### config.mk
export PLATFORM = sky130hd
export DESIGN_NAME = beat_core
export DESIGN_NICKNAME = d
export VERILOG_FILES = /design/src/design/beat_pkg.sv /design/src/design/stage_if.sv /design/src/design/chart_regs.sv /design/src/design/note_mover.sv /design/src/design/slice_checker.sv /design/src/design/score_keeper.sv /design/src/design/beat_core.sv
export VERILOG_INCLUDE_DIRS = /design/src /design/src/design
export SDC_FILE = /design/constraint.sdc
export NUM_CORES = 1
export LEC_CHECK = 0
export BUFFER_PORTS_ARGS = -buffer_cell sky130_fd_sc_hd__buf_4
export CAP_MARGIN = 25
export CORE_MARGIN = 1
export CORE_UTILIZATION = 61
export CTS_BUF_LIST = sky130_fd_sc_hd__clkbuf_16
export DETAILED_ROUTE_END_ITERATION = 8
export PLACE_DENSITY = 0.82
export RECOVER_POWER = 50
export SETUP_SLACK_MARGIN = 0.1
export SYNTH_ARGS = -nofsm -noshare
export SYNTH_HDL_FRONTEND = slang
export SYNTH_SLANG_ARGS = --single-unit
### constraint.sdc
create_clock -name clk_in -period 5.8 [get_ports clk_in]
set_input_delay 0.29 -clock clk_in [delete_from_list [all_inputs] [get_ports clk_in]]
set_output_delay 0.29 -clock clk_in [all_outputs]
set_load 0.02 [all_outputs]
### src/design/beat_params.svh
`ifndef BEAT_PARAMS_SVH
`define BEAT_PARAMS_SVH

// chart size and field widths
`define BEAT_NUM_SLOTS      4
`define BEAT_SLOT_W         2
`define BEAT_POS_W          12
`define BEAT_Z_W            14
`define BEAT_TIME_W         18

// note flight, depth in world units
`define BEAT_Z_FAR          1024
`define BEAT_Z_STEP         64
`define BEAT_LIFE           16
`define BEAT_HIT_Z          256
`define BEAT_HALF_SIZE      32

// game pacing and scoring
`define BEAT_TICK_CYCLES    32
`define BEAT_HEALTH_INIT    3
`define BEAT_COMBO_MAX      7
`define BEAT_SCORE_W        12
`define BEAT_HEALTH_W       4
`define BEAT_COMBO_W        3

// apb bus and register map
`define BEAT_APB_ADDR_W     8
`define BEAT_APB_DATA_W     32
`define BEAT_ADDR_CTRL      'h00
`define BEAT_ADDR_STATUS    'h04
`define BEAT_ADDR_TIME      'h08
`define BEAT_ADDR_SLOT_BASE 'h20

`endif

### src/design/beat_pkg.sv
`include "beat_params.svh"

package beat_pkg;

    //////////////////////////////
    // game state

    typedef enum logic [1:0] {
        IDLE    = 2'd0,
        PLAYING = 2'd1,
        OVER    = 2'd2
    } game_state_t;

    //////////////////////////////
    // chart entry, one per slot

    typedef struct packed {
        logic                    enable;
        logic                    colour;
        logic [`BEAT_POS_W-1:0]  x;
        logic [`BEAT_POS_W-1:0]  y;
        logic [`BEAT_TIME_W-1:0] spawn;
    } note_entry_t;

    //////////////////////////////
    // stage payloads

    // mover to checker
    typedef struct packed {
        logic [`BEAT_SLOT_W-1:0] slot;
        logic                    colour;
        logic [`BEAT_POS_W-1:0]  x;
        logic [`BEAT_POS_W-1:0]  y;
        logic [`BEAT_Z_W-1:0]    depth;
        logic                    visible;
        logic                    at_player;
    } note_view_t;

    // checker to score keeper
    typedef struct packed {
        logic [`BEAT_SLOT_W-1:0] slot;
        logic                    sliced;
        logic                    missed;
    } note_event_t;

endpackage

### src/design/stage_if.sv
`timescale 1ns/10ps

// one pipeline hop, no back-pressure
interface stage_if #(
    parameter type T = logic
);

    logic valid;
    T     payload;

    // producer side
    modport source (
        output valid,
        output payload
    );

    // consumer side
    modport sink (
        input valid,
        input payload
    );

endinterface

### src/design/chart_regs.sv
`timescale 1ns/10ps
`include "beat_params.svh"

module chart_regs import beat_pkg::*; (
    input  logic                            clk_in,
    input  logic                            rst_in,
    input  logic [`BEAT_APB_ADDR_W-1:0]     paddr,
    input  logic                            psel,
    input  logic                            penable,
    input  logic                            pwrite,
    input  logic [`BEAT_APB_DATA_W-1:0]     pwdata,
    output logic [`BEAT_APB_DATA_W-1:0]     prdata,
    output logic                            pready,
    output logic                            pslverr,
    input  game_state_t                     game_state,
    input  logic [`BEAT_SCORE_W-1:0]        score,
    input  logic [`BEAT_HEALTH_W-1:0]       health,
    input  logic [`BEAT_COMBO_W-1:0]        combo,
    input  logic [`BEAT_TIME_W-1:0]         curr_time,
    output note_entry_t                     chart [`BEAT_NUM_SLOTS],
    output logic                            start
);

    localparam logic [`BEAT_APB_ADDR_W-1:0] ADDR_CTRL      = `BEAT_ADDR_CTRL;
    localparam logic [`BEAT_APB_ADDR_W-1:0] ADDR_STATUS    = `BEAT_ADDR_STATUS;
    localparam logic [`BEAT_APB_ADDR_W-1:0] ADDR_TIME      = `BEAT_ADDR_TIME;
    localparam logic [`BEAT_APB_ADDR_W-1:0] ADDR_SLOT_BASE = `BEAT_ADDR_SLOT_BASE;

    logic                          access;
    logic                          wr_en;
    logic [`BEAT_APB_ADDR_W-1:0]   slot_off;
    logic                          is_slot;
    logic                          mapped;
    logic [`BEAT_SLOT_W-1:0]       slot_sel;
    logic                          word_b;
    logic [`BEAT_APB_DATA_W-1:0]   slot_rdata;
    logic [`BEAT_APB_DATA_W-1:0]   status_word;

    //////////////////////////////
    // address decode

    assign access = psel && penable;
    assign wr_en  = access && pwrite && mapped;

    // 8 bytes per slot, word b at +4
    assign slot_off = paddr - ADDR_SLOT_BASE;
    assign slot_sel = slot_off[`BEAT_SLOT_W+2:3];
    assign word_b   = slot_off[2];
    assign is_slot  = (paddr >= ADDR_SLOT_BASE)
                   && (slot_off[`BEAT_APB_ADDR_W-1:`BEAT_SLOT_W+3] == '0);

    assign mapped = (paddr[1:0] == 2'b00)
                 && ((paddr == ADDR_CTRL) || (paddr == ADDR_STATUS)
                     || (paddr == ADDR_TIME) || is_slot);

    // zero wait states
    assign pready  = 1'b1;
    assign pslverr = access && !mapped;

    //////////////////////////////
    // writes

    always_ff @(posedge clk_in) begin
        if (rst_in) begin
            start <= 1'b0;
            for (int i = 0; i < `BEAT_NUM_SLOTS; i++) begin
                chart[i] <= '0;
            end
        end else begin
            // single cycle pulse
            start <= wr_en && (paddr == ADDR_CTRL) && pwdata[0];
            if (wr_en && is_slot) begin
                if (word_b) begin
                    chart[slot_sel].spawn <= pwdata[`BEAT_TIME_W-1:0];
                end else begin
                    chart[slot_sel].x      <= pwdata[`BEAT_POS_W-1:0];
                    chart[slot_sel].y      <= pwdata[2*`BEAT_POS_W-1:`BEAT_POS_W];
                    chart[slot_sel].colour <= pwdata[24];
                    chart[slot_sel].enable <= pwdata[25];
                end
            end
        end
    end

    //////////////////////////////
    // read mux

    always_comb begin
        status_word        = '0;
        status_word[11:0]  = score;
        status_word[15:12] = health;
        status_word[18:16] = combo;
        status_word[21:20] = game_state;

        slot_rdata = '0;
        if (word_b) begin
            slot_rdata[`BEAT_TIME_W-1:0] = chart[slot_sel].spawn;
        end else begin
            slot_rdata[`BEAT_POS_W-1:0]            = chart[slot_sel].x;
            slot_rdata[2*`BEAT_POS_W-1:`BEAT_POS_W] = chart[slot_sel].y;
            slot_rdata[24]                         = chart[slot_sel].colour;
            slot_rdata[25]                         = chart[slot_sel].enable;
        end

        prdata = '0;
        if (paddr == ADDR_STATUS) begin
            prdata = status_word;
        end else if (paddr == ADDR_TIME) begin
            prdata[`BEAT_TIME_W-1:0] = curr_time;
        end else if (is_slot) begin
            prdata = slot_rdata;
        end
    end

    // access phase only inside a selected transfer
    assert property (@(posedge clk_in) disable iff (rst_in) penable |-> psel)
        else $error("penable seen without psel");

endmodule

### src/design/note_mover.sv
`timescale 1ns/10ps
`include "beat_params.svh"

module note_mover import beat_pkg::*; (
    input  logic                     clk_in,
    input  logic                     rst_in,
    input  logic                     start,
    input  game_state_t              game_state,
    input  note_entry_t              chart [`BEAT_NUM_SLOTS],
    output logic [`BEAT_TIME_W-1:0]  curr_time,
    stage_if.source                  view_out
);

    localparam int DIV_W = $clog2(`BEAT_TICK_CYCLES);
    localparam logic [`BEAT_Z_W-1:0] Z_FAR  = `BEAT_Z_FAR;
    localparam logic [`BEAT_Z_W-1:0] Z_STEP = `BEAT_Z_STEP;

    logic [DIV_W-1:0]         div_cnt;
    logic                     tick;
    logic                     scan_on;
    logic [`BEAT_SLOT_W-1:0]  scan_idx;
    note_entry_t              entry;
    logic                     spawned;
    logic [`BEAT_TIME_W-1:0]  elapsed;
    note_view_t               view;

    //////////////////////////////
    // game clock

    assign tick = (game_state == PLAYING) && (div_cnt == DIV_W'(`BEAT_TICK_CYCLES - 1));

    always_ff @(posedge clk_in) begin
        if (rst_in) begin
            div_cnt   <= '0;
            curr_time <= '0;
            scan_on   <= 1'b0;
            scan_idx  <= '0;
        end else if (start) begin
            // time 0 gets its own pass
            div_cnt   <= '0;
            curr_time <= '0;
            scan_on   <= 1'b1;
            scan_idx  <= '0;
        end else if (tick) begin
            div_cnt   <= '0;
            curr_time <= curr_time + 1;
            scan_on   <= 1'b1;
            scan_idx  <= '0;
        end else begin
            if (game_state == PLAYING) begin
                div_cnt <= div_cnt + 1;
            end
            // one slot per cycle, stop after the last
            if (scan_on) begin
                scan_idx <= scan_idx + 1;
                if (scan_idx == `BEAT_SLOT_W'(`BEAT_NUM_SLOTS - 1)) begin
                    scan_on <= 1'b0;
                end
            end
        end
    end

    //////////////////////////////
    // per slot depth

    always_comb begin
        entry   = chart[scan_idx];
        spawned = curr_time >= entry.spawn;
        elapsed = curr_time - entry.spawn;

        view.slot      = scan_idx;
        view.colour    = entry.colour;
        view.x         = entry.x;
        view.y         = entry.y;
        view.visible   = entry.enable && spawned && (elapsed <= `BEAT_LIFE);
        view.at_player = view.visible && (elapsed == `BEAT_LIFE);
        // hidden notes park at the far plane
        view.depth     = view.visible ? Z_FAR - elapsed[`BEAT_Z_W-1:0] * Z_STEP : Z_FAR;
    end

    // scan is cut off as soon as the game leaves play
    assign view_out.valid   = scan_on && (game_state == PLAYING);
    assign view_out.payload = view;

    // the slot scan fits inside one tick
    assert property (@(posedge clk_in) disable iff (rst_in) tick |-> !scan_on)
        else $error("tick arrived before the slot scan finished");

endmodule

### src/design/slice_checker.sv
`timescale 1ns/10ps
`include "beat_params.svh"

module slice_checker import beat_pkg::*; (
    input  logic                    clk_in,
    input  logic                    rst_in,
    input  logic                    start,
    input  logic [`BEAT_POS_W-1:0]  left_x,
    input  logic [`BEAT_POS_W-1:0]  left_y,
    input  logic [`BEAT_POS_W-1:0]  right_x,
    input  logic [`BEAT_POS_W-1:0]  right_y,
    stage_if.sink                   view_in,
    stage_if.source                 event_out
);

    logic [`BEAT_NUM_SLOTS-1:0]  sliced_mask;
    note_view_t                  view;
    logic [`BEAT_POS_W-1:0]      hand_x;
    logic [`BEAT_POS_W-1:0]      hand_y;
    logic                        fresh;
    logic                        in_reach;
    logic                        in_box;
    logic                        hit;
    logic                        miss;
    note_event_t                 evt;

    function automatic logic [`BEAT_POS_W-1:0] abs_diff(
        input logic [`BEAT_POS_W-1:0] a,
        input logic [`BEAT_POS_W-1:0] b
    );
        return (a > b) ? a - b : b - a;
    endfunction

    always_comb begin
        view = view_in.payload;
        // colour 0 is the left hand
        hand_x = view.colour ? right_x : left_x;
        hand_y = view.colour ? right_y : left_y;

        fresh    = view.visible && !sliced_mask[view.slot];
        in_reach = view.depth <= `BEAT_HIT_Z;
        in_box   = (abs_diff(hand_x, view.x) < `BEAT_HALF_SIZE)
                && (abs_diff(hand_y, view.y) < `BEAT_HALF_SIZE);
        hit      = fresh && in_reach && in_box;
        // slice wins over miss on the last item
        miss     = fresh && view.at_player && !hit;

        evt.slot   = view.slot;
        evt.sliced = hit;
        evt.missed = miss;
    end

    always_ff @(posedge clk_in) begin
        if (rst_in) begin
            event_out.valid <= 1'b0;
            sliced_mask     <= '0;
        end else begin
            event_out.valid <= view_in.valid;
            if (start) begin
                sliced_mask <= '0;
            end else if (view_in.valid && hit) begin
                sliced_mask[view.slot] <= 1'b1;
            end
        end
    end

    always_ff @(posedge clk_in) begin
        event_out.payload <= evt;
    end

    // a note at the player is still within slicing depth
    assert property (@(posedge clk_in) disable iff (rst_in)
        view_in.valid && view.at_player |-> in_reach)
        else $error("note reached the player beyond slicing depth");

endmodule

### src/design/score_keeper.sv
`timescale 1ns/10ps
`include "beat_params.svh"

module score_keeper import beat_pkg::*; (
    input  logic                       clk_in,
    input  logic                       rst_in,
    input  logic                       start,
    stage_if.sink                      event_in,
    output logic [`BEAT_SCORE_W-1:0]   score,
    output logic [`BEAT_HEALTH_W-1:0]  health,
    output logic [`BEAT_COMBO_W-1:0]   combo,
    output game_state_t                game_state
);

    note_event_t                 evt;
    logic                        take;
    logic [`BEAT_SCORE_W-1:0]    combo_wide;

    //////////////////////////////
    // event qualify

    assign evt  = event_in.payload;
    // nothing counts outside play
    assign take = event_in.valid && (game_state == PLAYING);

    assign combo_wide = {{(`BEAT_SCORE_W - `BEAT_COMBO_W){1'b0}}, combo};

    //////////////////////////////
    // score, combo, health, state

    always_ff @(posedge clk_in) begin
        if (rst_in) begin
            game_state <= IDLE;
            score      <= '0;
            health     <= '0;
            combo      <= '0;
        end else if (start) begin
            game_state <= PLAYING;
            score      <= '0;
            health     <= `BEAT_HEALTH_INIT;
            combo      <= '0;
        end else if (take && evt.sliced) begin
            // bonus grows with the running combo
            score <= score + combo_wide + 1;
            if (combo != `BEAT_COMBO_MAX) begin
                combo <= combo + 1;
            end
        end else if (take && evt.missed) begin
            combo  <= '0;
            health <= health - 1;
            // last life gone, game clock stops
            if (health == 1) begin
                game_state <= OVER;
            end
        end
    end

endmodule

### src/design/beat_core.sv
`timescale 1ns/10ps
`include "beat_params.svh"

module beat_core import beat_pkg::*; (
    input  logic                         clk_in,
    input  logic                         rst_in,

    // apb slave
    input  logic [`BEAT_APB_ADDR_W-1:0]  paddr,
    input  logic                         psel,
    input  logic                         penable,
    input  logic                         pwrite,
    input  logic [`BEAT_APB_DATA_W-1:0]  pwdata,
    output logic [`BEAT_APB_DATA_W-1:0]  prdata,
    output logic                         pready,
    output logic                         pslverr,

    // saber tips
    input  logic [`BEAT_POS_W-1:0]       left_x,
    input  logic [`BEAT_POS_W-1:0]       left_y,
    input  logic [`BEAT_POS_W-1:0]       right_x,
    input  logic [`BEAT_POS_W-1:0]       right_y,

    // game status
    output logic [`BEAT_SCORE_W-1:0]     score,
    output logic [`BEAT_HEALTH_W-1:0]    health,
    output logic [`BEAT_COMBO_W-1:0]     combo,
    output game_state_t                  game_state
);

    note_entry_t               chart [`BEAT_NUM_SLOTS];
    logic                      start;
    logic [`BEAT_TIME_W-1:0]   curr_time;

    stage_if #(.T(note_view_t))  view_if ();
    stage_if #(.T(note_event_t)) event_if ();

    //////////////////////////////
    // host side

    chart_regs i_chart_regs (
        .clk_in     (clk_in),
        .rst_in     (rst_in),
        .paddr      (paddr),
        .psel       (psel),
        .penable    (penable),
        .pwrite     (pwrite),
        .pwdata     (pwdata),
        .prdata     (prdata),
        .pready     (pready),
        .pslverr    (pslverr),
        .game_state (game_state),
        .score      (score),
        .health     (health),
        .combo      (combo),
        .curr_time  (curr_time),
        .chart      (chart),
        .start      (start)
    );

    //////////////////////////////
    // three stage pipeline

    note_mover i_note_mover (
        .clk_in     (clk_in),
        .rst_in     (rst_in),
        .start      (start),
        .game_state (game_state),
        .chart      (chart),
        .curr_time  (curr_time),
        .view_out   (view_if.source)
    );

    slice_checker i_slice_checker (
        .clk_in     (clk_in),
        .rst_in     (rst_in),
        .start      (start),
        .left_x     (left_x),
        .left_y     (left_y),
        .right_x    (right_x),
        .right_y    (right_y),
        .view_in    (view_if.sink),
        .event_out  (event_if.source)
    );

    score_keeper i_score_keeper (
        .clk_in     (clk_in),
        .rst_in     (rst_in),
        .start      (start),
        .event_in   (event_if.sink),
        .score      (score),
        .health     (health),
        .combo      (combo),
        .game_state (game_state)
    );

endmodule

======== Word level (Yosys, flattened, before mapping) ========
Index checks and enable logic that the tools add are counted.
storage, ports and cells
  register bits ........................... 231
  bits in latches ......................... 0
  memory bits (writable) .................. 0
  bits in read-only memories .............. 0
  input bits .............................. 93
  output and inout bits ................... 55
  logic and storage cells ................. 172
  memories kept ........................... 0
cells by class
  add/sub/neg operators ................... 14
  multiply operators ...................... 0
  divide/modulo/power cells ............... 0
  magnitude comparators ................... 13
  equality and inequality tests ........... 10
  shifts and indexed selects .............. 0
  mux-type cells .......................... 51
  bitwise logic cells ..................... 4
  reductions and logical operators ........ 45
operator list
  operator                                                          count
  bitwise mux 176 bit                                               5
  demux 44 bit (select 2 bit)                                       5
  two-way mux 44 bit                                                5
  binary-select mux 44 bit (select 2 bit)                           2
  two-way mux 176 bit                                               1
  two-way mux 18 bit                                                3
  two-way mux 26 bit                                                2
  two-way mux 12 bit                                                4
  subtractor 12 bit                                                 4
  two-way mux 43 bit                                                1
  two-way mux 42 bit                                                1
  two-way mux 30 bit                                                1
  logical AND 1 bit                                                 26
  > comparator 12 bit                                               2
  less-than comparator 12 x 6 -> 1 bit (second input constant)      2
  adder 18 x 1 -> 18 bit (second input constant)                    1
  == test 18 x 5 -> 1 bit (second input constant)                   1
  greater-or-equal comparator 18 bit                                1
  less-or-equal comparator 18 x 5 -> 1 bit (second input constant)  1
  subtractor 18 bit                                                 1
  two-way mux 8 bit                                                 2
  less-or-equal comparator 14 x 9 -> 1 bit (second input constant)  1
  two-way mux 14 bit                                                1
  subtractor 11 x 14 -> 14 bit (first input constant)               1
  38 further kinds                                                  63

======== Logic depth before layout (Yosys ltp) ========
Gate-level depths: netlist of run 1.
  word-level depth ........................ 13
  depth in mapped cells ................... 19
  depth with buffers taken out ............ 16

======== Hierarchy ========
A second synthesis of run 1 with hierarchy kept.
second synthesis, totals
  cell total of the unflattened synthesis .. 1,698
  area, all modules ....................... 15,751.4 um2
by module, submodules not included
  module         instances  cells each  area an instance (um2)  sequential area each (um2)
  chart_regs     1          767         8,150.3                 3,543.4
  note_mover     1          419         3,687.3                 520.5
  slice_checker  1          391         2,844.0                 180.2
  score_keeper   1          121         1,069.8                 420.4

======== Worst setup path after synthesis of run 1 ========
Ideal clock, no wire load.
  path type ............................... flip-flop to flip-flop
  start point ............................. register i_note_mover.scan_idx[0]
  end point ............................... register i_slice_checker.sliced_mask[0]
  library setup time ...................... 0.059 ns
  data arrival time ....................... 5.027 ns
  required time ........................... 5.741 ns
  slack ................................... 0.713 ns
  cell stages (with the launch flop) ...... 18
  path buffers ............................ 5
  period minus slack after synthesis ...... 5.087 ns
  cell sequence ........................... dfxtp_1 -> clkbuf_1 -> mux4_2 -> clkbuf_1 -> clkbuf_1 -> mux2i_1 -> ha_1 -> buf_2 -> nand4_1 -> a211o_1 -> and3_1 -> buf_6 -> a31oi_1 -> nand4b_1 -> or4_1 -> or4b_4 -> nor4_4 -> a22o_1
between the ends
  word-level cells in the longest chain between the ends .. 12
  elaborated cells on any way between the ends .. 38
  those cells by class .................... add/sub (6); order compare (9); mux (12); bitwise (2); reduce/logical (9)
ends and longest elaborated chain
  what                                                                                            RTL line                            text
  start: declaration                                                                              note_mover.sv:21                    logic [`BEAT_SLOT_W-1:0] scan_idx;
  start signal: assignment                                                                        note_mover.sv:55                    scan_idx <= scan_idx + 1;
  inverter 2 -> 3 bit (implied by the code)                                                       note_mover.sv:67                    entry = chart[scan_idx];
  binary-select mux 44 bit (select 2 bit)                                                         note_mover.sv:67
  two-way mux 44 bit (implied by the code) (2 in series)                                          note_mover.sv:67
  subtractor 18 bit or greater-or-equal comparator 18 bit (tied branches)                         note_mover.sv:69, note_mover.sv:68
  less-or-equal comparator 18 x 5 -> 1 bit (no source line) or logical AND 1 bit (tied branches)  n/a
  logical AND 1 bit                                                                               note_mover.sv:75                    view.visible = entry.enable && spawned && (elapsed <= `BEAT_LIFE);
  two-way mux 14 bit                                                                              note_mover.sv:78                    view.depth = view.visible ? Z_FAR - elapsed[`BEAT_Z_W-1:0] * Z_STEP : Z_FAR;
  less-or-equal comparator 14 x 9 -> 1 bit (no source line)                                       n/a
  logical AND 1 bit (2 in series)                                                                 slice_checker.sv:44                 hit = fresh && in_reach && in_box;
  logical AND 1 bit                                                                               slice_checker.sv:61                 end else if (view_in.valid && hit) begin
  end signal: assignment                                                                          slice_checker.sv:56                 sliced_mask <= '0;
  end signal: assignment                                                                          slice_checker.sv:60                 sliced_mask <= '0;
  end signal: indexed assignment                                                                  slice_checker.sv:62                 sliced_mask[view.slot] <= 1'b1;
  end: declaration                                                                                slice_checker.sv:16                 logic [`BEAT_NUM_SLOTS-1:0] sliced_mask;
Parallel ways exist; a longest one is shown, timed or not. The select of a mux whose other input is x is not followed.
A chain may end at the register's enable or synchronous reset.

======== Final worst setup path of run 1 ========
  start point ............................. register i_note_mover.scan_idx[0]
  end point ............................... register i_slice_checker.sliced_mask[2]
The elaborated chain is that of the path after synthesis.

==> results of run 1 <==
-- layout make-up --
class,count,area (um2),share of cell area
timing repair buffer,154,1020,0.0613
clock inverter,20,164,0.00985
inverter,88,330,0.0198
tap,319,399,0.0240
sequential,231,4630,0.278
multi-input combinational,1263,9480,0.570
clock buffer,25,626,0.0376
-- worst min-delay path, stage by stage --
cell and delay [ns]:
buf_4 0.12, nand2_1 0.05, a21oi_1 0.05
-- state kept, by name, indices dropped and copies added, names as in the netlist --
name,cells
i_chart_regs.chart,176
i_chart_regs.start,1
i_note_mover.curr_time,18
i_note_mover.div_cnt,5
i_note_mover.scan_idx,2
i_note_mover.scan_on,1
i_score_keeper.combo,3
i_score_keeper.game_state,2
i_score_keeper.health,4
i_score_keeper.score,12
i_slice_checker.event_out.payload,2
i_slice_checker.event_out.valid,1
i_slice_checker.sliced_mask,4
-- cells by family after synthesis --
| family | synth area share |
|---|---|
| buf+inv | 0.0589 |
| other cells | 0.000502 |
| compound gates | 0.144 |
| flops | 0.309 |
| simple gates | 0.174 |
| mux | 0.217 |
| xor+xnor | 0.0275 |
| fa+ha+maj | 0.0687 |
-- synth_stat cells (4+ instances only) --
cell,n
nand2_1,262
dfxtp_1,231
a21oi_1,162
nor2_1,148
mux2i_1,121
clkbuf_1,91
mux4_2,89
inv_1,86
ha_1,79
o21ai_0,47
nand3_1,27
xor2_1,24
a21o_1,23
xnor2_1,23
a22oi_1,21
nand4_1,16
buf_1,15
nor3_1,15
and3_1,14
or3_1,14
a211oi_1,11
and2_1,11
o211ai_1,10
buf_4,9
a22o_1,8
buf_2,8
nor2b_1,8
a211o_1,6
a31oi_1,6
nand2b_1,6
and4_1,5
o21a_1,5
o21bai_1,5
or2_2,5
buf_6,4
nand3b_1,4
nor3b_1,4
nor4b_1,4
-- how the worst max path moves through the flow --
stage,start,end,slack [ns]
6_report,i_note_mover.scan_idx[0],i_slice_checker.sliced_mask[2],0.83
5_1_grt,i_note_mover.scan_idx[0],i_slice_checker.sliced_mask[0],0.62
4_1_cts,i_note_mover.scan_idx[0],i_slice_checker.sliced_mask[2],0.85
3_5_place_dp,i_note_mover.scan_idx[0],i_slice_checker.sliced_mask[2],0.85
3_3_place_gp,i_note_mover.scan_idx[0],i_slice_checker.sliced_mask[1],0.90
2_1_floorplan,i_note_mover.scan_idx[0],i_slice_checker.sliced_mask[0],0.71
-- routing by layer --
metal  vias to the layer above  global-route usage
li1                       6144                   -
met1                      6304               0.453
met2                       666               0.556
met3                       109              0.0642
met4                         0               0.145
met5                         -                   0
-- power groups by stage --
stage | registers (mW) | clock network [mW] | logic, mW
2_1_floorplan | 1.62 | 0 | 0.180
3_3_place_gp | 1.62 | 0 | 0.264
3_5_place_dp | 1.62 | 0 | 0.266
4_1_cts | 1.59 | 1.56 | 0.267
5_1_grt | 1.59 | 1.63 | 0.292
6_report | 1.59 | 1.55 | 0.272
==> impl_metrics.toml, run 1 <==
[run_status]
status = "completed"

[clocking]
clkLatencyLatePin_ns = 0.55
cts_tree = "yes"
cts_resized = 0
postCtsSetupBuffers = 0
cts.htree.levels = 1
clkTransAtPathRegs_ns = 0.06
cts_buffer_depth = 3
hold_buffers = 0
cts_made_buffers = 25
cts_root_buf = "clkbuf_16"
clkSinkCount = 231

[final_layout]
fin_util = 0.701
area_growth_pct = 11.2
final_common_cell = "nand2_1"
fin_area_mm2 = 0.0166
fin_cells = 2100
layout_common_cells = "nand2_1 (262), dfxtp_1 (229), a21oi_1 (162)"
fin_nets = 1937
diodes = 0
drive_above_1_share = 0.151
fill_cells = 1901

[yosys]
synthCells = 1704
synth_cell_types = 91
yosys.area.top_type = "dfxtp_1"
ys_seq_area_frac = 0.309
ys_ff_latch = 231
syn_area_mm2 = 0.0150
yosys.area.top_type_share = 0.309
synth-edff-count = 0
synthTopCellsByArea = "dfxtp_1 (31%), mux4_2 (13%), mux2i_1 (8.1%)"
ys.flop_type = "dfxtp_1"
async_flop_share = 0
syn_avg_cell_area_um2 = 8.78
ys_warn_count = 0

[die]
dieArea_mm2 = 0.0252
die_w_um = 159
io_pins = 148
fp.dieH_um = 159
core_area_mm2 = 0.0238
rows = 56
start_util = 0.630

[sta]
final.period_utilization = 0.858
tightest_slew_ns = 1.37
worst_slack_ns = 0.826
clock_skew_ns = 0.0152
fin_tns_setup_ns = 0
relSlewSlack = 0.0851
rsz0062_at_grt = "false"
final-setup-viol-count = 0
fmax_ghz = 0.201
fin_crit_ns = 4.97
drv_slew = 0
hold_viol_final = 0
whs_ns = 0.0138

[power_and_ir_drop]
p_leak_nw = 6.31
p_seq_frac = 0.465
switching_power_mw = 0.842
p_sw_frac = 0.247
total_power_mw = 3.41
peakVddDrop_mv = 0.266
p_comb_frac = 0.080
clkPwrFrac = 0.455
internal_power_mw = 2.57
power_density_mw_per_mm2 = 205

[critical_path]
endpoint_kind = "flip-flop"
cp_num_cells = 12
worstPathArrival_ns = 5.45
crit_required_ns = 6.28
r2r_start = "i_note_mover.scan_idx[0]"
path_delay_family = "simple AND/OR/NAND/NOR gates"
path_buf_inv = 0
rr_worst_depth = 12
r2r_end = "i_slice_checker.sliced_mask[2]"
crit_path_max_incr_delay_ns = 0.85
slowest_stage = "mux4_2"
r2r_slack_ns = 0.83
critPathKind = "flip-flop to flip-flop"
path_cells = "mux4_2 -> mux2i_1 -> ha_1 -> a211o_1 -> a21oi_1 -> o211ai_1 -> a211oi_1 -> nand4_1 -> or4_1 -> or4b_4 -> nor4_4 -> a22o_1"
worstPathMaxFanout = 24
start_kind = "flip-flop"

[detailed_routing]
detail_route.vias_per_cell = 6.30
drt_wl_total_mm = 43.5
drcViolationCount = 0
vias = 13200
wl_per_cell_um = 20.7
dr.pass1.iters = 5
final_antenna_net_count = 0
drt_iter0_markers = 1427
met2_length_mm = 20.4
m1WireLength_mm = 17.4
dr.max_layer_used = "met4"
dr_wl_met3_mm = 3.80

[min_path]
hold_path_end = "i_chart_regs.chart[25]"
hp-class = "primary input to flip-flop"
worstHoldStart = "pwdata[19]"
hold_depth = 3

[grt]
grt_pass1_vias = 12300
grt_pass1_wl_mm = 65.9
grt_max_degree = 97
overflow = 0
antenna_found_initial = 0
track_usage = 0.344

[placed_design]
placed_cells = 2055
place_ws_ns = 0.851
place_area_mm2 = 0.0160
portBuffers = 134
dpl.hpwl_mm = 31.1
gp_congestion = 0.975

[flow_run]
drv_cap = 0
Note: power is estimated with default switching activity, not from simulation.
==> inputs of run 2 (changes only) <==
--- a/config.mk
+++ b/config.mk
@@ -9,10 +9,10 @@
 export BUFFER_PORTS_ARGS = -buffer_cell sky130_fd_sc_hd__buf_4
 export CAP_MARGIN = 25
 export CORE_MARGIN = 1
-export CORE_UTILIZATION = 61
-export CTS_BUF_LIST = sky130_fd_sc_hd__clkbuf_16
+export CORE_UTILIZATION = 62
+export CTS_BUF_LIST = sky130_fd_sc_hd__clkbuf_2
 export DETAILED_ROUTE_END_ITERATION = 8
-export PLACE_DENSITY = 0.82
+export PLACE_DENSITY = 0.83
 export RECOVER_POWER = 50
 export SETUP_SLACK_MARGIN = 0.1
 export SYNTH_ARGS = -nofsm -noshare
==> run 2 against run 1 <==
The run now ends with capacitance limit, slew limit left. Total power is 13% lower. Clock skew up 0.12 ns. Via count grew 3.0%. Register-to-register slack worse by 0.23 ns. Combinational power increased by 5%. Cell area is 0.27% higher. Critical path type unchanged.
==> impl_metrics.toml, run 2 (synthesis gave the netlist of run 1 again) <==
[placed_design]
dpl.hpwl_mm = 31.0
place_ws_ns = 0.754
place_area_mm2 = 0.0160
gp_congestion = 0.989
portBuffers = 134
placed_cells = 2053

[die]
rows = 56
die_w_um = 157
fp.dieH_um = 157
dieArea_mm2 = 0.0248
io_pins = 148
start_util = 0.636
core_area_mm2 = 0.0235

[final_layout]
fin_area_mm2 = 0.0167
fill_cells = 1865
final_common_cell = "nand2_1"
drive_above_1_share = 0.173
regMostFlops = "i_chart_regs.chart"
fin_nets = 2002
largest_reg_flops = 176
layout_common_cells = "nand2_1 (262), dfxtp_1 (229), a21oi_1 (162)"
fin_cells = 2192
top_regs = "i_chart_regs.chart x176, i_note_mover.curr_time x18, i_score_keeper.score x12"
area_growth_pct = 11.5

[sta]
whs_ns = 0.172
fmax_ghz = 0.192
final.period_utilization = 0.897
fin_tns_setup_ns = 0
clock_skew_ns = 0.140
rsz0062_at_grt = "false"
hold_viol_final = 0
fin_crit_ns = 5.20
worst_slack_ns = 0.599
drv_slew = 40
relSlewSlack = -0.697
tightest_slew_ns = 2.55
final-setup-viol-count = 0

[min_path]
hp-class = "primary input to flip-flop"

[clocking]
clkTransAtPathRegs_ns = 0.12
postCtsSetupBuffers = 0
cts_made_buffers = 59
clkSinkCount = 231
clkLatencyLatePin_ns = 0.93
cts_tree = "yes"
cts.htree.levels = 2
cts_root_buf = "clkbuf_2"
cts_buffer_depth = 3

[critical_path]
worstPathArrival_ns = 5.94
start_kind = "flip-flop"
endpoint_kind = "flip-flop"
critPathKind = "flip-flop to flip-flop"
worstPathMaxFanout = 24
crit_required_ns = 6.54

[grt]
overflow = 0
track_usage = 0.350
grt_most_used_layer = "met2"
met1_usage = 0.459
grt_max_degree = 84
grtUsageMet3 = 0.0611
antenna_found_initial = 2
grt_pass1_wl_mm = 66.9
use_met2 = 0.559
grt_pass1_vias = 12700

[detailed_routing]
drt_wl_total_mm = 43.6
dr.pass1.iters = 6
vias = 13600
detail_route.vias_per_cell = 6.21
wl_per_cell_um = 19.9
drt_iter0_markers = 1435
drcViolationCount = 0
final_antenna_net_count = 0

[power_and_ir_drop]
peakVddDrop_mv = 0.202
power_density_mw_per_mm2 = 178
p_leak_nw = 6.45

[flow_run]
drv_cap = 1

[run_status]
status = "complete, but fails checks"
violations = "capacitance limit, slew limit"
==> run 2: cell count changes in the layout (fill, tap and decap cells not counted), sizes merged <==
cell,before,now
clkinvlp,3,1
clkbuf,70,134
inv,92,88
buf,109,107
diode,0,2
clkinv,11,16
bufinv,2,0
dlygate4sd3,0,31
==> run 2: routing by layer <==
layer / wire, um / part of all wire / up-vias
li1: - / - / 6297
met1: 17400 / 0.40 / 6500
met2: 20200 / 0.46 / 688
met3: 4010 / 0.092 / 129
met4: 1880 / 0.043 / 0
met5: 0 / 0 / -
==> run 2: final timing paths <==
path                          start                         endpoint  slack, ns  cells after the start
max          i_chart_regs.chart[42]   i_slice_checker.sliced_mask[1]       0.60                     12
min reg2reg    i_note_mover.scan_on  i_slice_checker.event_out.valid       0.46                      2
max reg2reg  i_chart_regs.chart[42]   i_slice_checker.sliced_mask[1]       0.60                     12
min                        paddr[5]          i_chart_regs.chart[132]       0.17                      5
==> run 2: final cells by class <==
class	instances	area (um2)	share of cell area
antenna	2	5.00	0.000300
sequential	231	4630	0.277
timing repair buffer	185	1330	0.0797
inverter	88	330	0.0198
clock buffer	87	435	0.0261
tap	319	399	0.0239
clock inverter	17	86.3	0.00517
multi-input combinational	1263	9480	0.568
==> run 2: worst max-delay path: stages, from the launching register on <==
cell and delay, ns:
dfxtp_1 0.35, mux4_2 0.83, mux2i_1 0.47, ha_1 0.39, nand4_2 0.21, nor3_2 0.51, o211ai_1 0.19, a211oi_1 0.35
nand4_1 0.13, or4_1 0.52, or4b_4 0.56, nor4_4 0.32, a22o_1 0.18
==> run 2: repair_timing <==
action | in CTS | in global routing
hold buffers | 31 | 0
gates resized for setup | 0 | 0
endpoints found under the hold margin | 179 | 0
==> run 2: power by group <==
group          leakage [nW]  total [mW]  switching (mW)  internal [mW]
logic                  4.19       0.286           0.168          0.118
clock network         0.397        1.10           0.694          0.408
registers              1.86        1.59       0.0000632           1.58
total                  6.45        2.97           0.862           2.11
==> run 2: through the flow <==
| stage | power, mW | util |
|---|---|---|
| detailed placement | 1.89 | 0.681 |
| global route | 3.08 | 0.709 |
| CTS | 2.97 | 0.717 |
| finish | 2.97 | 0.709 |
| floorplan | 1.80 | - |
| global placement | 1.88 | 0.679 |
==> inputs of run 3 (changes only) <==
--- a/config.mk
+++ b/config.mk
@@ -9,10 +9,10 @@
 export BUFFER_PORTS_ARGS = -buffer_cell sky130_fd_sc_hd__buf_4
 export CAP_MARGIN = 25
 export CORE_MARGIN = 1
-export CORE_UTILIZATION = 62
+export CORE_UTILIZATION = 59
 export CTS_BUF_LIST = sky130_fd_sc_hd__clkbuf_2
 export DETAILED_ROUTE_END_ITERATION = 8
-export PLACE_DENSITY = 0.83
+export PLACE_DENSITY = 0.8
 export RECOVER_POWER = 50
 export SETUP_SLACK_MARGIN = 0.1
 export SYNTH_ARGS = -nofsm -noshare
==> constraint.sdc (replaced) <==
create_clock -name clk_in -period 5.5 [get_ports clk_in]
set_input_delay 0.275 -clock clk_in [delete_from_list [all_inputs] [get_ports clk_in]]
set_output_delay 0.275 -clock clk_in [all_outputs]
set_load 0.02 [all_outputs]
==> run 3 against run 2 <==
Worst hold slack worse by 0.018 ns. Register-to-register slack lost 0.10 ns. Critical path depth is 1 higher. Maximum frequency is 4.0% higher. First-iteration DRC count shrank 2.0%. Global-route usage shrank 1.1 points. Highest routed layer unchanged. The run still ends with capacitance limit, slew limit left. Utilization is 2.8 points lower. Sequential share of layout area decreased by 0.11 points. Clock skew down 0.070 ns. Largest power group unchanged.
==> impl_metrics.toml, run 3 (synthesis gave the netlist of run 1 again) <==
[final_layout]
fin_cells = 2199
fin_nets = 2003
fin_util = 0.681
largest_reg_flops = 176
top_regs = "i_chart_regs.chart x176, i_note_mover.curr_time x18, i_score_keeper.score x12"
regMostFlops = "i_chart_regs.chart"
area_growth_pct = 12.0
fin_area_mm2 = 0.0168
drive_above_1_share = 0.177
layout_common_cells = "nand2_1 (262), dfxtp_1 (229), a21oi_1 (162)"
final_common_cell = "nand2_1"
fill_cells = 2045

[sta]
fin_tns_setup_ns = 0
whs_ns = 0.154
drv_slew = 54
final.period_utilization = 0.909
final-setup-viol-count = 0
hold_viol_final = 0
clock_skew_ns = 0.0693
relSlewSlack = -0.0550
fmax_ghz = 0.200
rsz0062_at_grt = "false"
tightest_slew_ns = 1.58
worst_slack_ns = 0.500
fin_crit_ns = 5.00

[placed_design]
placed_cells = 2062
dpl.hpwl_mm = 31.0
portBuffers = 134
place_ws_ns = 0.536
place_area_mm2 = 0.0161
gp_congestion = 0.955

[critical_path]
critPathKind = "flip-flop to flip-flop"
start_kind = "flip-flop"
r2r_start = "i_note_mover.scan_idx[0]"
rr_worst_depth = 13
r2r_slack_ns = 0.50
r2r_end = "i_slice_checker.sliced_mask[3]"
crit_required_ns = 6.29
worstPathMaxFanout = 24
endpoint_kind = "flip-flop"
worstPathArrival_ns = 5.79

[detailed_routing]
detail_route.vias_per_cell = 6.15
drcViolationCount = 0
dr.pass1.iters = 8
final_antenna_net_count = 0
wl_per_cell_um = 20.0
drt_iter0_markers = 1407
vias = 13500
drt_wl_total_mm = 43.9

[grt]
use_met2 = 0.537
grt_pass1_vias = 12900
overflow = 0
antenna_found_initial = 3
grt_max_degree = 107
grtUsageMet3 = 0.0475
grt_most_used_layer = "met2"
grt_pass1_wl_mm = 69.0
track_usage = 0.338
met1_usage = 0.453

[die]
core_area_mm2 = 0.0246
io_pins = 148
fp.dieH_um = 161
dieArea_mm2 = 0.0260
rows = 57
die_w_um = 161
start_util = 0.608

[min_path]
hold_depth = 6
hold_path_end = "i_chart_regs.chart[88]"
worstHoldStart = "paddr[7]"
hp-class = "primary input to flip-flop"

[power_and_ir_drop]
switching_power_mw = 0.902
power_density_mw_per_mm2 = 185
total_power_mw = 3.10
p_comb_frac = 0.098
p_leak_nw = 6.50
peakVddDrop_mv = 0.182
p_seq_frac = 0.538
p_sw_frac = 0.291
internal_power_mw = 2.20
clkPwrFrac = 0.363

[run_status]
violations = "capacitance limit, slew limit"
status = "complete, but fails checks"

[clocking]
clkSinkCount = 231
cts_resized = 0
clkTransAtPathRegs_ns = 0.11
cts.htree.levels = 2
clkLatencyLatePin_ns = 0.90
cts_buffer_depth = 3
cts_root_buf = "clkbuf_2"
cts_tree = "yes"
cts_made_buffers = 57
postCtsSetupBuffers = 0

[flow_run]
drv_cap = 3
==> run 3: cell types whose count changed in the layout (fill, tap and decap cells not counted), sizes merged <==
cell / change
inv: +2
clkbuf: -19
clkinv: +6
buf: +14
clkinvlp: -1
==> run 3: power groups by stage <==
stage	combinational [mW]	clock [mW]	sequential (mW)
global route	0.329	1.24	1.67
floorplan	0.189	0	1.71
detailed placement	0.283	0	1.71
finish	0.305	1.13	1.67
global placement	0.281	0	1.71
CTS	0.300	1.15	1.67
==> run 3: worst max-delay path, cell delays in order (launching register included) <==
cell and delay [ns]:
dfxtp_2 0.38, mux4_2 0.85, mux2i_1 0.23, ha_1 0.54
nand2_2 0.10, o21ai_0 0.42, nand2_1 0.20, and3_1 0.28
a31oi_1 0.21, nand4b_1 0.11, or4_1 0.57, or4b_4 0.56
nor4_4 0.32, a22o_1 0.18
==> run 3: worst max-delay path by stage <==
stage	startpoint	to	slack [ns]	depth (start not counted)
6_report	i_note_mover.scan_idx[0]	i_slice_checker.sliced_mask[3]	0.50	13
5_1_grt	i_note_mover.scan_idx[0]	i_slice_checker.sliced_mask[1]	0.21	13
4_1_cts	i_note_mover.scan_idx[0]	i_slice_checker.sliced_mask[3]	0.54	13
3_5_place_dp	i_note_mover.scan_idx[0]	i_slice_checker.sliced_mask[3]	0.54	13
3_3_place_gp	i_note_mover.scan_idx[0]	i_slice_checker.sliced_mask[0]	0.59	13
2_1_floorplan	i_note_mover.scan_idx[0]	i_slice_checker.sliced_mask[0]	0.41	17
==> run 3: timing repair <==
item,CTS,global route
hold buffers,31,0
setup endpoints to repair,0,0
hold endpoints to repair,182,0
==> run 3: layout make-up <==
cell class                      count  area [um2]  share of cell area
Antenna cell                        2        5.00            0.000299
Clock buffer                       79         395              0.0236
Clock inverter                     24         113             0.00672
Inverter                           88         330              0.0197
Multi-Input combinational cell   1263        9480               0.566
Sequential cell                   231        4630               0.276
Tap cell                          324         405              0.0242
Timing Repair Buffer              188        1400              0.0835
==> run 3: routing by layer <==
layer  vias up  part of all wire
li1       6314                 -
met1      6494              0.41
met2       598              0.47
met3       113             0.075
met4         0             0.046
met5         -                 0
